<file path="src/logic/mmu_pkg.sv">
/* DC304 MMU constants. Offsets are the low 13 bits of the octal I/O page address;
   PDR bits outside pdr_read_mask always read as zero. */

package mmu_pkg;

   // address widths
   localparam int va_w       = 16;  // virtual address
   localparam int pa_w       = 22;  // physical address, 22-bit mode
   localparam int pa18_w     = 18;  // physical address, 18-bit mode
   localparam int reg_addr_w = 13;  // register port byte offset

   // page register sets, eight words each at byte stride 2
   localparam logic [reg_addr_w-1:0] off_kpdr = 13'o12300;  // kernel descriptors
   localparam logic [reg_addr_w-1:0] off_kpar = 13'o12340;  // kernel page addresses
   localparam logic [reg_addr_w-1:0] off_updr = 13'o17600;  // user descriptors
   localparam logic [reg_addr_w-1:0] off_upar = 13'o17640;  // user page addresses

   // status registers
   localparam logic [reg_addr_w-1:0] off_sr0 = 13'o17572;
   localparam logic [reg_addr_w-1:0] off_sr3 = 13'o12516;

   // page descriptor layout
   localparam logic [15:0] pdr_read_mask = 16'o077516;  // bits that read back
   localparam int pdr_resident = 1;  // page present
   localparam int pdr_wr_en    = 2;  // write allowed
   localparam int pdr_exp_dn   = 3;  // page grows downward
   localparam int pdr_w_bit    = 6;  // page written since last PDR load
   localparam int plf_lsb      = 8;  // page length field
   localparam int plf_msb      = 14;

   // status enables
   localparam int sr0_enable = 0;  // relocation on
   localparam int sr3_map22  = 4;  // 22-bit physical addressing

endpackage

</file>
<file path="src/logic/addr_relocate.sv">
/* Physical address adder and page length compare. rsp_pa is registered every
   cycle and so holds only while va_hold and the looked-up page stay unchanged. */
`timescale 1ns/10ps

module addr_relocate
(
   input  logic                      clk,
   input  logic [mmu_pkg::va_w-1:0]  va_hold,
   input  logic [15:0]               lk_par,
   input  logic [15:0]               lk_pdr,
   input  logic                      mmu_enable,
   input  logic                      map22,
   output logic [mmu_pkg::pa_w-1:0]  rsp_pa,
   output logic                      limit_err
);

logic [6:0]              block;         // 64-byte block within the page
logic [6:0]              plf;           // page length field
logic [mmu_pkg::pa_w-1:0] sum;
logic [mmu_pkg::pa_w-1:0] mapped;
logic [mmu_pkg::pa_w-1:0] unmapped;

assign block = va_hold[12:6];
assign plf   = lk_pdr[mmu_pkg::plf_msb:mmu_pkg::plf_lsb];

// upward pages end at the PLF, downward pages start there
assign limit_err = lk_pdr[mmu_pkg::pdr_exp_dn] ? (block < plf) : (block > plf);

assign sum = {lk_par, 6'd0} + {9'd0, va_hold[12:0]};  // PAR * 64 + offset

assign mapped = map22 ? sum
              : {{(mmu_pkg::pa_w - mmu_pkg::pa18_w){1'b0}}, sum[mmu_pkg::pa18_w-1:0]};
assign unmapped = {{(mmu_pkg::pa_w - mmu_pkg::va_w){1'b0}}, va_hold};

always_ff @(posedge clk)
begin
   rsp_pa <= mmu_enable ? mapped : unmapped;  // settles on the check to respond edge
end

endmodule

</file>
<file path="src/logic/mmu_csr_axil.sv">
/* AXI4-Lite register slave with SR0 and SR3. A read accepted in the same cycle
   holds off a write; unmapped offsets answer OKAY, read 0 and ignore writes. */
`timescale 1ns/10ps

module mmu_csr_axil
(
   input  logic                            clk,
   input  logic                            sr_rst,
   input  logic [mmu_pkg::reg_addr_w-1:0]  awaddr,
   input  logic                            awvalid,
   output logic                            awready,
   input  logic [15:0]                     wdata,
   input  logic [1:0]                      wstrb,
   input  logic                            wvalid,
   output logic                            wready,
   output logic [1:0]                      bresp,
   output logic                            bvalid,
   input  logic                            bready,
   input  logic [mmu_pkg::reg_addr_w-1:0]  araddr,
   input  logic                            arvalid,
   output logic                            arready,
   output logic [15:0]                     rdata,
   output logic [1:0]                      rresp,
   output logic                            rvalid,
   input  logic                            rready,
   input  logic [15:0]                     reg_rdata,
   input  logic                            abt_update,
   input  logic                            abt_nr,
   input  logic                            abt_ro,
   input  logic                            abt_le,
   input  logic                            abt_user,
   input  logic [2:0]                      abt_page,
   output logic                            reg_we_lo,
   output logic                            reg_we_hi,
   output logic                            reg_sel_par,
   output logic [3:0]                      reg_index,
   output logic [15:0]                     reg_wdata,
   output logic                            mmu_enable,
   output logic                            map22,
   output logic                            sr0_frozen
);

logic        live;                      // high from the first cycle after reset
logic        rd_take;
logic        wr_take;
logic [mmu_pkg::reg_addr_w-1:0] acc_addr;
logic        hit_kpdr, hit_kpar, hit_updr, hit_upar;
logic        hit_page, hit_sr0, hit_sr3;
logic [15:0] rd_value;
logic [15:0] sr0;
logic [15:0] sr3;

assign arready = live & ~rvalid;
assign rd_take = arvalid & arready;
assign wr_take = live & awvalid & wvalid & ~bvalid & ~rd_take;  // reads go first
assign awready = wr_take;
assign wready  = wr_take;
assign bresp   = 2'b00;                 // always OKAY
assign rresp   = 2'b00;

// one decoder serves both channels, they never take the same cycle
assign acc_addr = rd_take ? araddr : awaddr;
assign hit_kpdr = acc_addr[12:4] == mmu_pkg::off_kpdr[12:4];
assign hit_kpar = acc_addr[12:4] == mmu_pkg::off_kpar[12:4];
assign hit_updr = acc_addr[12:4] == mmu_pkg::off_updr[12:4];
assign hit_upar = acc_addr[12:4] == mmu_pkg::off_upar[12:4];
assign hit_page = hit_kpdr | hit_kpar | hit_updr | hit_upar;
assign hit_sr0  = acc_addr[12:1] == mmu_pkg::off_sr0[12:1];
assign hit_sr3  = acc_addr[12:1] == mmu_pkg::off_sr3[12:1];

assign reg_sel_par = hit_kpar | hit_upar;
assign reg_index   = {hit_updr | hit_upar, acc_addr[3:1]};  // user set is upper half
assign reg_wdata   = wdata;
assign reg_we_lo   = wr_take & hit_page & wstrb[0];
assign reg_we_hi   = wr_take & hit_page & wstrb[1];

assign rd_value = hit_page ? reg_rdata :
                  hit_sr0  ? sr0 :
                  hit_sr3  ? sr3 : 16'd0;

assign mmu_enable = sr0[mmu_pkg::sr0_enable];
assign map22      = sr3[mmu_pkg::sr3_map22];
assign sr0_frozen = |sr0[15:13];        // any abort flag pending

always_ff @(posedge clk)
begin
   if (sr_rst)
   begin
      live   <= 1'b0;
      bvalid <= 1'b0;
      rvalid <= 1'b0;
   end
   else
   begin
      live <= 1'b1;
      if (wr_take)
         bvalid <= 1'b1;
      else if (bready)
         bvalid <= 1'b0;
      if (rd_take)
         rvalid <= 1'b1;
      else if (rready)
         rvalid <= 1'b0;
   end
end

always_ff @(posedge clk)
begin
   if (rd_take)
      rdata <= rd_value;
end

always_ff @(posedge clk)
begin
   if (sr_rst)
   begin
      sr0 <= 16'd0;
      sr3 <= 16'd0;
   end
   else
   begin
      if (abt_update & ~sr0_frozen)
      begin
         sr0[15:13] <= {abt_nr, abt_le, abt_ro};  // nr, le, ro from the top
         sr0[6:5]   <= {abt_user, abt_user};
         sr0[3:1]   <= abt_page;
      end
      if (wr_take & hit_sr0)            // software write wins over capture
      begin
         if (wstrb[1])
            sr0[15:13] <= wdata[15:13];
         if (wstrb[0])
            sr0[mmu_pkg::sr0_enable] <= wdata[mmu_pkg::sr0_enable];
      end
      if (wr_take & hit_sr3 & wstrb[0])
         sr3[mmu_pkg::sr3_map22] <= wdata[mmu_pkg::sr3_map22];
   end
end

endmodule

</file>
<file path="src/logic/mmu_top.sv">
/* DC304 memory management top. One translation is in flight at a time and
   register writes during a translation's lookup cycle may or may not be seen. */
`timescale 1ns/10ps

module mmu_top
(
   input  logic                            clk,
   input  logic                            sr_rst,
   // register port
   input  logic [mmu_pkg::reg_addr_w-1:0]  awaddr,
   input  logic                            awvalid,
   output logic                            awready,
   input  logic [15:0]                     wdata,
   input  logic [1:0]                      wstrb,
   input  logic                            wvalid,
   output logic                            wready,
   output logic [1:0]                      bresp,
   output logic                            bvalid,
   input  logic                            bready,
   input  logic [mmu_pkg::reg_addr_w-1:0]  araddr,
   input  logic                            arvalid,
   output logic                            arready,
   output logic [15:0]                     rdata,
   output logic [1:0]                      rresp,
   output logic                            rvalid,
   input  logic                            rready,
   // translation port
   input  logic [mmu_pkg::va_w-1:0]        req_va,
   input  logic                            req_write,
   input  logic                            req_user,
   input  logic                            req_valid,
   output logic                            req_ready,
   output logic [mmu_pkg::pa_w-1:0]        rsp_pa,
   output logic                            rsp_abort_nr,
   output logic                            rsp_abort_ro,
   output logic                            rsp_abort_le,
   output logic                            rsp_valid,
   input  logic                            rsp_ready
);

logic        reg_we_lo;                 // register file byte strobes
logic        reg_we_hi;
logic        reg_sel_par;               // PAR rather than PDR
logic [3:0]  reg_index;
logic [15:0] reg_wdata;
logic [15:0] reg_rdata;
logic        mmu_enable;                // SR0 bit 0
logic        map22;                     // SR3 bit 4
logic [3:0]  lk_index;                  // translation lookup
logic [15:0] lk_par;
logic [15:0] lk_pdr;
logic        w_set;
logic [mmu_pkg::va_w-1:0] va_hold;
logic        limit_err;
logic        abt_update;                // SR0 abort capture
logic        abt_nr;
logic        abt_ro;
logic        abt_le;
logic        abt_user;
logic [2:0]  abt_page;

mmu_csr_axil csr_i
(
   .clk         (clk),
   .sr_rst      (sr_rst),
   .awaddr      (awaddr),
   .awvalid     (awvalid),
   .awready     (awready),
   .wdata       (wdata),
   .wstrb       (wstrb),
   .wvalid      (wvalid),
   .wready      (wready),
   .bresp       (bresp),
   .bvalid      (bvalid),
   .bready      (bready),
   .araddr      (araddr),
   .arvalid     (arvalid),
   .arready     (arready),
   .rdata       (rdata),
   .rresp       (rresp),
   .rvalid      (rvalid),
   .rready      (rready),
   .reg_rdata   (reg_rdata),
   .abt_update  (abt_update),
   .abt_nr      (abt_nr),
   .abt_ro      (abt_ro),
   .abt_le      (abt_le),
   .abt_user    (abt_user),
   .abt_page    (abt_page),
   .reg_we_lo   (reg_we_lo),
   .reg_we_hi   (reg_we_hi),
   .reg_sel_par (reg_sel_par),
   .reg_index   (reg_index),
   .reg_wdata   (reg_wdata),
   .mmu_enable  (mmu_enable),
   .map22       (map22),
   .sr0_frozen  ()                      // status only, gating is internal
);

page_regs regs_i
(
   .clk         (clk),
   .sr_rst      (sr_rst),
   .reg_we_lo   (reg_we_lo),
   .reg_we_hi   (reg_we_hi),
   .reg_sel_par (reg_sel_par),
   .reg_index   (reg_index),
   .reg_wdata   (reg_wdata),
   .lk_index    (lk_index),
   .w_set       (w_set),
   .reg_rdata   (reg_rdata),
   .lk_par      (lk_par),
   .lk_pdr      (lk_pdr)
);

xlate_ctrl ctrl_i
(
   .clk          (clk),
   .sr_rst       (sr_rst),
   .req_va       (req_va),
   .req_write    (req_write),
   .req_user     (req_user),
   .req_valid    (req_valid),
   .rsp_ready    (rsp_ready),
   .mmu_enable   (mmu_enable),
   .lk_pdr       (lk_pdr),
   .limit_err    (limit_err),
   .req_ready    (req_ready),
   .rsp_valid    (rsp_valid),
   .rsp_abort_nr (rsp_abort_nr),
   .rsp_abort_ro (rsp_abort_ro),
   .rsp_abort_le (rsp_abort_le),
   .lk_index     (lk_index),
   .w_set        (w_set),
   .va_hold      (va_hold),
   .abt_update   (abt_update),
   .abt_nr       (abt_nr),
   .abt_ro       (abt_ro),
   .abt_le       (abt_le),
   .abt_user     (abt_user),
   .abt_page     (abt_page)
);

addr_relocate reloc_i
(
   .clk        (clk),
   .va_hold    (va_hold),
   .lk_par     (lk_par),
   .lk_pdr     (lk_pdr),
   .mmu_enable (mmu_enable),
   .map22      (map22),
   .rsp_pa     (rsp_pa),
   .limit_err  (limit_err)
);

endmodule

</file>
<file path="src/logic/page_regs.sv">
/* Kernel and user PAR/PDR file, kernel at index 0-7 and user at 8-15.
   Lookup data appears one cycle after lk_index; a PDR write clears its W bit. */
`timescale 1ns/10ps

module page_regs
(
   input  logic        clk,
   input  logic        sr_rst,
   input  logic        reg_we_lo,
   input  logic        reg_we_hi,
   input  logic        reg_sel_par,
   input  logic [3:0]  reg_index,
   input  logic [15:0] reg_wdata,
   input  logic [3:0]  lk_index,
   input  logic        w_set,
   output logic [15:0] reg_rdata,
   output logic [15:0] lk_par,
   output logic [15:0] lk_pdr
);

// W bit reads back but is never loaded from the bus
localparam logic [15:0] pdr_wr_mask =
   mmu_pkg::pdr_read_mask & ~(16'd1 << mmu_pkg::pdr_w_bit);

logic [15:0] par [16];
logic [15:0] pdr [16];
logic [15:0] pdr_wdata;

assign pdr_wdata = reg_wdata & pdr_wr_mask;

always_ff @(posedge clk)
begin
   if (sr_rst)
   begin
      for (int i = 0; i < 16; i++)
      begin
         par[i] <= 16'd0;
         pdr[i] <= 16'd0;
      end
   end
   else
   begin
      if (w_set)
         pdr[lk_index][mmu_pkg::pdr_w_bit] <= 1'b1;  // page dirtied
      if (reg_sel_par)
      begin
         if (reg_we_lo)
            par[reg_index][7:0] <= reg_wdata[7:0];
         if (reg_we_hi)
            par[reg_index][15:8] <= reg_wdata[15:8];
      end
      else if (reg_we_lo | reg_we_hi)
      begin
         if (reg_we_lo)
            pdr[reg_index][7:0] <= pdr_wdata[7:0];
         if (reg_we_hi)
            pdr[reg_index][15:8] <= pdr_wdata[15:8];
         pdr[reg_index][mmu_pkg::pdr_w_bit] <= 1'b0;  // reload clears dirty flag
      end
   end
end

assign reg_rdata = reg_sel_par ? par[reg_index] : (pdr[reg_index] & mmu_pkg::pdr_read_mask);

always_ff @(posedge clk)
begin
   lk_par <= par[lk_index];
   lk_pdr <= pdr[lk_index] & mmu_pkg::pdr_read_mask;
end

endmodule

</file>
<file path="src/logic/xlate_ctrl.sv">
/* Translation sequencer, idle/lookup/check/respond. Response follows two edges
   after acceptance; a new request may be taken on the response handshake. */
`timescale 1ns/10ps

module xlate_ctrl
(
   input  logic                      clk,
   input  logic                      sr_rst,
   input  logic [mmu_pkg::va_w-1:0]  req_va,
   input  logic                      req_write,
   input  logic                      req_user,
   input  logic                      req_valid,
   input  logic                      rsp_ready,
   input  logic                      mmu_enable,
   input  logic [15:0]               lk_pdr,
   input  logic                      limit_err,
   output logic                      req_ready,
   output logic                      rsp_valid,
   output logic                      rsp_abort_nr,
   output logic                      rsp_abort_ro,
   output logic                      rsp_abort_le,
   output logic [3:0]                lk_index,
   output logic                      w_set,
   output logic [mmu_pkg::va_w-1:0]  va_hold,
   output logic                      abt_update,
   output logic                      abt_nr,
   output logic                      abt_ro,
   output logic                      abt_le,
   output logic                      abt_user,
   output logic [2:0]                abt_page
);

localparam logic [1:0] st_idle    = 2'd0;
localparam logic [1:0] st_lookup  = 2'd1;  // page registers being read
localparam logic [1:0] st_check   = 2'd2;  // descriptor valid, aborts decided
localparam logic [1:0] st_respond = 2'd3;

logic [1:0] state;
logic       write_hold;
logic       user_hold;
logic       accept;
logic       in_check;
logic       any_abt;

assign req_ready = (state == st_idle) | ((state == st_respond) & rsp_ready);
assign accept    = req_valid & req_ready;
assign rsp_valid = state == st_respond;
assign in_check  = state == st_check;

assign lk_index = {user_hold, va_hold[15:13]};  // mode bit, then page

// abort checks, none while relocation is off
assign abt_nr = mmu_enable & ~lk_pdr[mmu_pkg::pdr_resident];
assign abt_ro = mmu_enable & lk_pdr[mmu_pkg::pdr_resident] & write_hold
              & ~lk_pdr[mmu_pkg::pdr_wr_en];
assign abt_le = mmu_enable & limit_err;
assign any_abt = abt_nr | abt_ro | abt_le;

assign abt_update = in_check & any_abt;
assign abt_user   = user_hold;
assign abt_page   = va_hold[15:13];
assign w_set      = in_check & mmu_enable & write_hold & ~any_abt;

always_ff @(posedge clk)
begin
   if (sr_rst)
      state <= st_idle;
   else
   begin
      case (state)
         st_idle:    if (accept) state <= st_lookup;
         st_lookup:  state <= st_check;
         st_check:   state <= st_respond;
         st_respond: if (rsp_ready) state <= accept ? st_lookup : st_idle;
         default:    state <= st_idle;
      endcase
   end
end

always_ff @(posedge clk)
begin
   if (accept)
   begin
      va_hold    <= req_va;
      write_hold <= req_write;
      user_hold  <= req_user;
   end
   if (in_check)
   begin
      rsp_abort_nr <= abt_nr;
      rsp_abort_ro <= abt_ro;
      rsp_abort_le <= abt_le;
   end
end

endmodule

</file>
<file path="config.mk">
export PLATFORM = sky130hd
export DESIGN_NAME = mmu_top
export DESIGN_NICKNAME = d
export VERILOG_FILES = /design/src/logic/mmu_pkg.sv /design/src/logic/addr_relocate.sv /design/src/logic/mmu_csr_axil.sv /design/src/logic/mmu_top.sv /design/src/logic/page_regs.sv /design/src/logic/xlate_ctrl.sv
export SDC_FILE = /design/constraint.sdc
export NUM_CORES = 1
export LEC_CHECK = 0
export ABC_AREA = 1
export BUFFER_PORTS_ARGS = -buffer_cell sky130_fd_sc_hd__buf_2
export CAP_MARGIN = 10
export CORE_ASPECT_RATIO = 1.75
export CORE_MARGIN = 8
export CORE_UTILIZATION = 55
export CTS_CLUSTER_DIAMETER = 30
export DETAILED_ROUTE_END_ITERATION = 10
export PLACE_DENSITY = 0.78
export SYNTH_ARGS = -nofsm -noshare
export SYNTH_HDL_FRONTEND = slang
export SYNTH_SLANG_ARGS = --single-unit
</file>
<file path="constraint.sdc">
create_clock -name clk -period 3.3 [get_ports clk]
set_clock_uncertainty 0.1 [all_clocks]
set_input_delay 0.66 -clock clk [delete_from_list [all_inputs] [get_ports clk]]
set_output_delay 0.66 -clock clk [all_outputs]
set_load 0.05 [all_outputs]
</file>
Word-level counts from Yosys, hierarchy flattened:

Memory sizes are Yosys's and may differ from the RTL's. A register that Yosys moved wholly into a read port is not among the register bits.
Cells that the tools add are included.

* bits of input ports: 71
* memories: 2
* word-level logic and storage cells: 139
* output and inout bits: 52
* bits in registers: 73
* RAM bits: 432

Memory list
* regs_i.par: words 16, bits a word 16, read ports 2, clocked after memory_dff 1, wr ports 16, line page_regs.sv:25 `logic [15:0] par [16];`
* regs_i.pdr: words 16, bits a word 11, read ports 2, clocked after memory_dff 1, wr ports 16, line page_regs.sv:26 `logic [15:0] pdr [16];`

* reductions and logical operators: 10
* eq/ne operators: 11
* add/sub/neg operators: 1
* bitwise operators: 41
* mux-type cells: 54
* magnitude comparators: 2

Operators with widths (count)
* two-way mux 16 bit: 5
* equality test 9 bit, second input constant: 4
* two-way mux 1 bit: 33
* AND 1 bit: 24
* equality test 12 bit, second input constant: 2
* adder 22 x 13 -> 22 bit: 1
* two-way mux 11 bit: 2
* OR reduction 11 bit: 2
* OR reduction 16 bit: 1
* two-way mux 13 bit: 1
* two-way mux 3 bit: 4
* two-way mux 4 bit: 3
* bitwise OR 1 bit: 10
* two-way mux 2 bit: 4
* one-hot mux 2 bit (4 select lines): 1
* greater-than comparator 7 bit: 1
* < comparator 7 bit: 1
* NOT 1 bit: 7
* AND reduction 2 bit: 3
* two-way mux 5 bit: 1
* equality test 2 bit, second input constant: 2
* != test 2 x 1 -> 1 bit, second input constant: 2
* nonzero test 2 bit: 2
* OR reduction 3 bit: 1
* other kinds (2): 2

Longest topological paths before layout:

* word-level depth: 18
* mapped depth: 18
* gate-level depth less buffers: 14

By module:

A second synthesis with hierarchy kept.

* cells, all modules: 3467
* area, all modules: 28223.3 um^2

Modules (own cells, without submodules)
* page_regs: times used 1, cells each 2938, seq. area each 13352.8 um^2, area an instance 24098.1 um^2
* mmu_csr_axil: times used 1, cells each 257, seq. area each 720.7 um^2, area an instance 1819.2 um^2
* addr_relocate: times used 1, cells each 205, seq. area each 440.4 um^2, area an instance 1371.3 um^2
* xlate_ctrl: times used 1, cells each 67, seq. area each 670.6 um^2, area an instance 934.6 um^2

Worst setup path after synthesis:

No wires, ideal clock.

* path type: flip-flop to flip-flop
* start point: reg csr_i.rvalid
* end point: mem regs_i.par[10][0] (enable)
* library setup time: 0.329 ns
* cell stages (with the launch flop): 13
* period minus slack after synthesis: 3.202 ns
* slack: 0.098 ns
* required time: 2.871 ns
* arrival: 2.773 ns
* path through: dfxtp_1 -> inv_2 -> nand3_2 -> buf_4 -> nand2_1 -> inv_1 -> nand2_1 -> nor2_4 -> and2_1 -> buf_2 -> buf_6 -> nand2_2 -> nand2_1

RTL lines
* from (decl): line mmu_csr_axil.sv:24 `output logic rvalid,`
* from (signal assigned): line mmu_csr_axil.sv:91 `rvalid <= 1'b0;`
* from (signal assigned): line mmu_csr_axil.sv:101 `rvalid <= 1'b1;`
* from (signal assigned): line mmu_csr_axil.sv:103 `rvalid <= 1'b0;`
* to (decl): line page_regs.sv:25

==> summary.md <==
| Metric | Value |
|---|---|
| First-pass GRT wire length | 151100 um |
| Post-DRT Antenna Nets | 0 |
| CTS tree | done |
| Layout area overhead | 18.38% |
| Outcome | finished clean |
| Crit start category | flip-flop |
| Die Height | 314.4 um |
| Final worst slack | 0.1418 ns |
| Nets | 3742 |
| Total track usage | 0.3405 |
| Fill cell count | 4049 |
| Max-slew headroom | 0.2713 |
| Worst Path Buf+Inv | 3 |
| WS Path Type | flip-flop to flip-flop |
| Via count | 26990 |
| Core box area | 50460 um^2 |
| Pin count of the biggest net entering global routing | 79 |
| Placed Instances | 4243 |
| Vias in the first global route | 25920 |
| Initial Util | 0.5545 |
| Die Span X | 186.5 um |
| Compound-Gate Fraction of Synth Area | 0.06725 |
| Fraction of layout cells with a size suffix above 1 | 0.1459 |
| Max stage delay on crit path | 0.62 ns |
| Post-synthesis cell area | 27980 um^2 |
| VDD IR-drop max | 0.4158 mV |
| Setup bufs post-CTS | 0 |
| Sequential area share after synthesis | 0.5419 |
| Max Slew Vio Count | 0 |
| Final Util | 0.6565 |
| Row count | 109 |
| Fin. Hold Viols | 0 |
| Worst path top cell family by delay | simple AND/OR/NAND/NOR gates |
| Endpoints failing setup | 0 |
| Final period util | 0.9570 |
| Post-Synth Adder-Cell Area | 0.008764 |
| CP arrival | 3.34 ns |
| DRT Pass-1 Iters | 7 |
| Grt ovf | 0 |
| Min Tclk post-route | 3.158 ns |
| Syn avg cell area | 8.102 um^2 |
| Seq. cell area | 15160 um^2 |
| # IOs | 123 |
| CP Data Required Time | 3.48 ns |
| CP cell instances | inv_2 > nand3_2 > buf_4 > nand2_1 > nand2_1 > nand2_1 > inv_2 > nand3_1 > nand2_1 > nor2_1 > nand2_1 > nand2_1 |
| Synth async-reset ratio | 0 |
| Finished Layout Cells | 4375 |
| Peak Freq | 316.6 MHz |
| Post-Synth Simple-Gate Area | 0.3277 |
| Root buf cell | clkbuf_16 |
| H-tree depth | 3 |
| Final WL | 102900 um |
| Antenna violations before repair | 7 |
| Crit Path Max Fanout | 10 |
| GPL Wtd Cong | 1.025 |
| Clock buffer count from CTS | 73 |
| Power density cells | 602.8 nW/um^2 |
| HPWL Detailed | 69940 um |
| Clock Latency Late Sink | 0.63 ns |
| Synth Flop Type | edfxtp_1 |
| Synth warn | 0 |
| Routed len/inst | 23.52 um |
| Hold crit path type | input pin to flip-flop |
| CTS Buffer Depth | 3 |
| Mux contribution to synthesized area | 0 |
| Dpl ws | -0.0009699 ns |
| Footprint of the multi-input gates | 11420 um^2 |
| Drt drc | 0 |
| Clock slew at the register clock pins of the worst setup and hold paths | 0.06 ns |
| Unrepaired setup endpoints after global routing | false |
| Buffers on Ports | 116 |
| CP endpoint kind | flip-flop |
| Synth Instances | 3454 |
| Library cells used by synthesis | 46 |
| Main combinational cell family by area after synthesis | simple AND/OR/NAND/NOR gates |
| Clk sinks | 531 |
| Die Footprint | 58640 um^2 |
| Total power draw | 19.97 mW |
| Synth Area in XOR/XNOR | 0.001252 |
| Cell mode on critical path | nand2_1 |
| DR iter-0 viols | 4036 |
| Yosys reg bits | 531 |
| CP max stage cell | nor2_1 |
| Worst-margin pin slew | 1.089 ns |
| Post-synth EDFFs | 453 |
| Via density | 6.170 |
| Max-cap violation count | 0 |
| P_leak | 14.56 nW |
-- registers in the layout, indices dropped and copies added, names as in the netlist --
name	count
csr_i.bvalid	1
csr_i.live	1
csr_i.rdata	16
csr_i.rvalid	1
csr_i.sr0	8
csr_i.sr3	1
ctrl_i.abt_user	1
ctrl_i.rsp_abort_le	1
ctrl_i.rsp_abort_nr	1
ctrl_i.rsp_abort_ro	1
ctrl_i.state	2
ctrl_i.va_hold	16
ctrl_i.write_hold	1
regs_i.lk_par	16
regs_i.lk_pdr	10
regs_i.par	256
regs_i.pdr	176
reloc_i.rsp_pa	22
-- worst register-to-register path: cells and delay by family, from the launching register on --
kind / cells / cell delay [ns]
and+or+nand+nor: 9 / 2.01
buffers and inverters: 3 / 0.38
DFF: 1 / 0.35
-- placed cells by master (no fill, tap or decap), types with 8 or more instances in the layout --
cell type and count:
or2_2 19, nor3_1 14, a22oi_1 90, nand3_1 365, inv_6 8, or3_1 16, inv_1 138, o211ai_1 11
o22ai_1 24, a21oi_1 20, nand4_1 35, buf_4 194, dfxtp_1 78, ha_1 18, inv_8 12, clkinv_2 8
clkbuf_16 76, nor2_1 534, o21ai_0 80, nand2_1 1192, edfxtp_1 453, a31oi_1 67, buf_2 116, nand2_2 26
buf_12 33
-- cell type report --
class | instances | area share
flip-flops and latches | 531 | 0.4578
multi-input cells | 2556 | 0.3447
repair buffers | 343 | 0.08143
clock buffers | 82 | 0.05839
well taps | 666 | 0.02515
inverters | 147 | 0.01666
clock inverters | 48 | 0.01575
diodes | 2 | 0.0001511
-- cells by family after synthesis --
group,after synthesis
and+or+nand+nor,2229
buffers and inverters,370
other,1
adders and majority gates,19
xor gates and xnor gates,4
AOI/OAI and AO/OA,300
DFF,531
-- final timing paths --
path	depth (start not counted)	endpoint	slack (ns)	from
setup / recovery	12	regs_i.pdr[0][9]	0.14	csr_i.rvalid
hold / removal	1	ctrl_i.va_hold[11]	0.11	req_va[11]
setup reg to reg	12	regs_i.pdr[0][9]	0.14	csr_i.rvalid
hold reg to reg	0	reloc_i.rsp_pa[0]	0.24	ctrl_i.va_hold[0]
-- metal layers --
metal	share of wire	GRT usage
met2	0.47	0.5650
met1	0.31	0.3542
met4	0.11	0.3193
met5	0.00065	0
met3	0.12	0.07860
-- per-stage QoR --
stage | hold WS (ns) | TNS, ns | cell area, um^2
after detailed placement | 0.2299 | -0.005893 | 30660
final | 0.1073 | 0 | 33130
after global routing | 0.1101 | 0 | 33120
after global placement | 0.2250 | 0 | 30660
after floorplan | 0.2233 | 0 | 27990
after CTS | 0.1089 | 0 | 33120
-- cells in the mapped netlist (3+ instances only) --
cell / n / area, um^2
a31oi_1: 67 / 419.2
dfxtp_1: 78 / 1562
clkbuf_1: 154 / 578.1
nand3b_1: 3 / 22.52
nor2_4: 3 / 33.78
or2_2: 19 / 118.9
a21oi_1: 20 / 100.1
o21ai_0: 80 / 400.4
nand2_1: 1195 / 4486
xor2_1: 3 / 26.28
edfxtp_1: 453 / 13600
nor3_1: 14 / 70.07
nor2_2: 6 / 37.54
clkinv_1: 3 / 11.26
buf_6: 3 / 33.78
nand4_1: 35 / 219.0
ha_1: 18 / 225.2
nand3_1: 366 / 1832
and2_1: 3 / 18.77
nand2_2: 24 / 150.1
or3_1: 16 / 100.1
o22ai_1: 24 / 150.1
buf_2: 32 / 160.2
nor2_1: 538 / 2019
buf_1: 26 / 97.59
inv_1: 140 / 525.5
o21ai_1: 3 / 15.01
o211ai_1: 11 / 82.58
buf_4: 8 / 60.06
inv_2: 4 / 15.01
a22oi_1: 90 / 675.7
-- power by group --
group          internal [mW]  switching [mW]  leakage, nW
combinational           1.12            2.88         8.14
sequential              7.74           0.311         5.23
clock                   4.67            3.25         1.19
-- what timing repair did --
action	CTS	global route
hold buffers	0	0
setup endpoints to repair	0	1
resized for setup	0	1
Power figures use the tool's default switching activity.
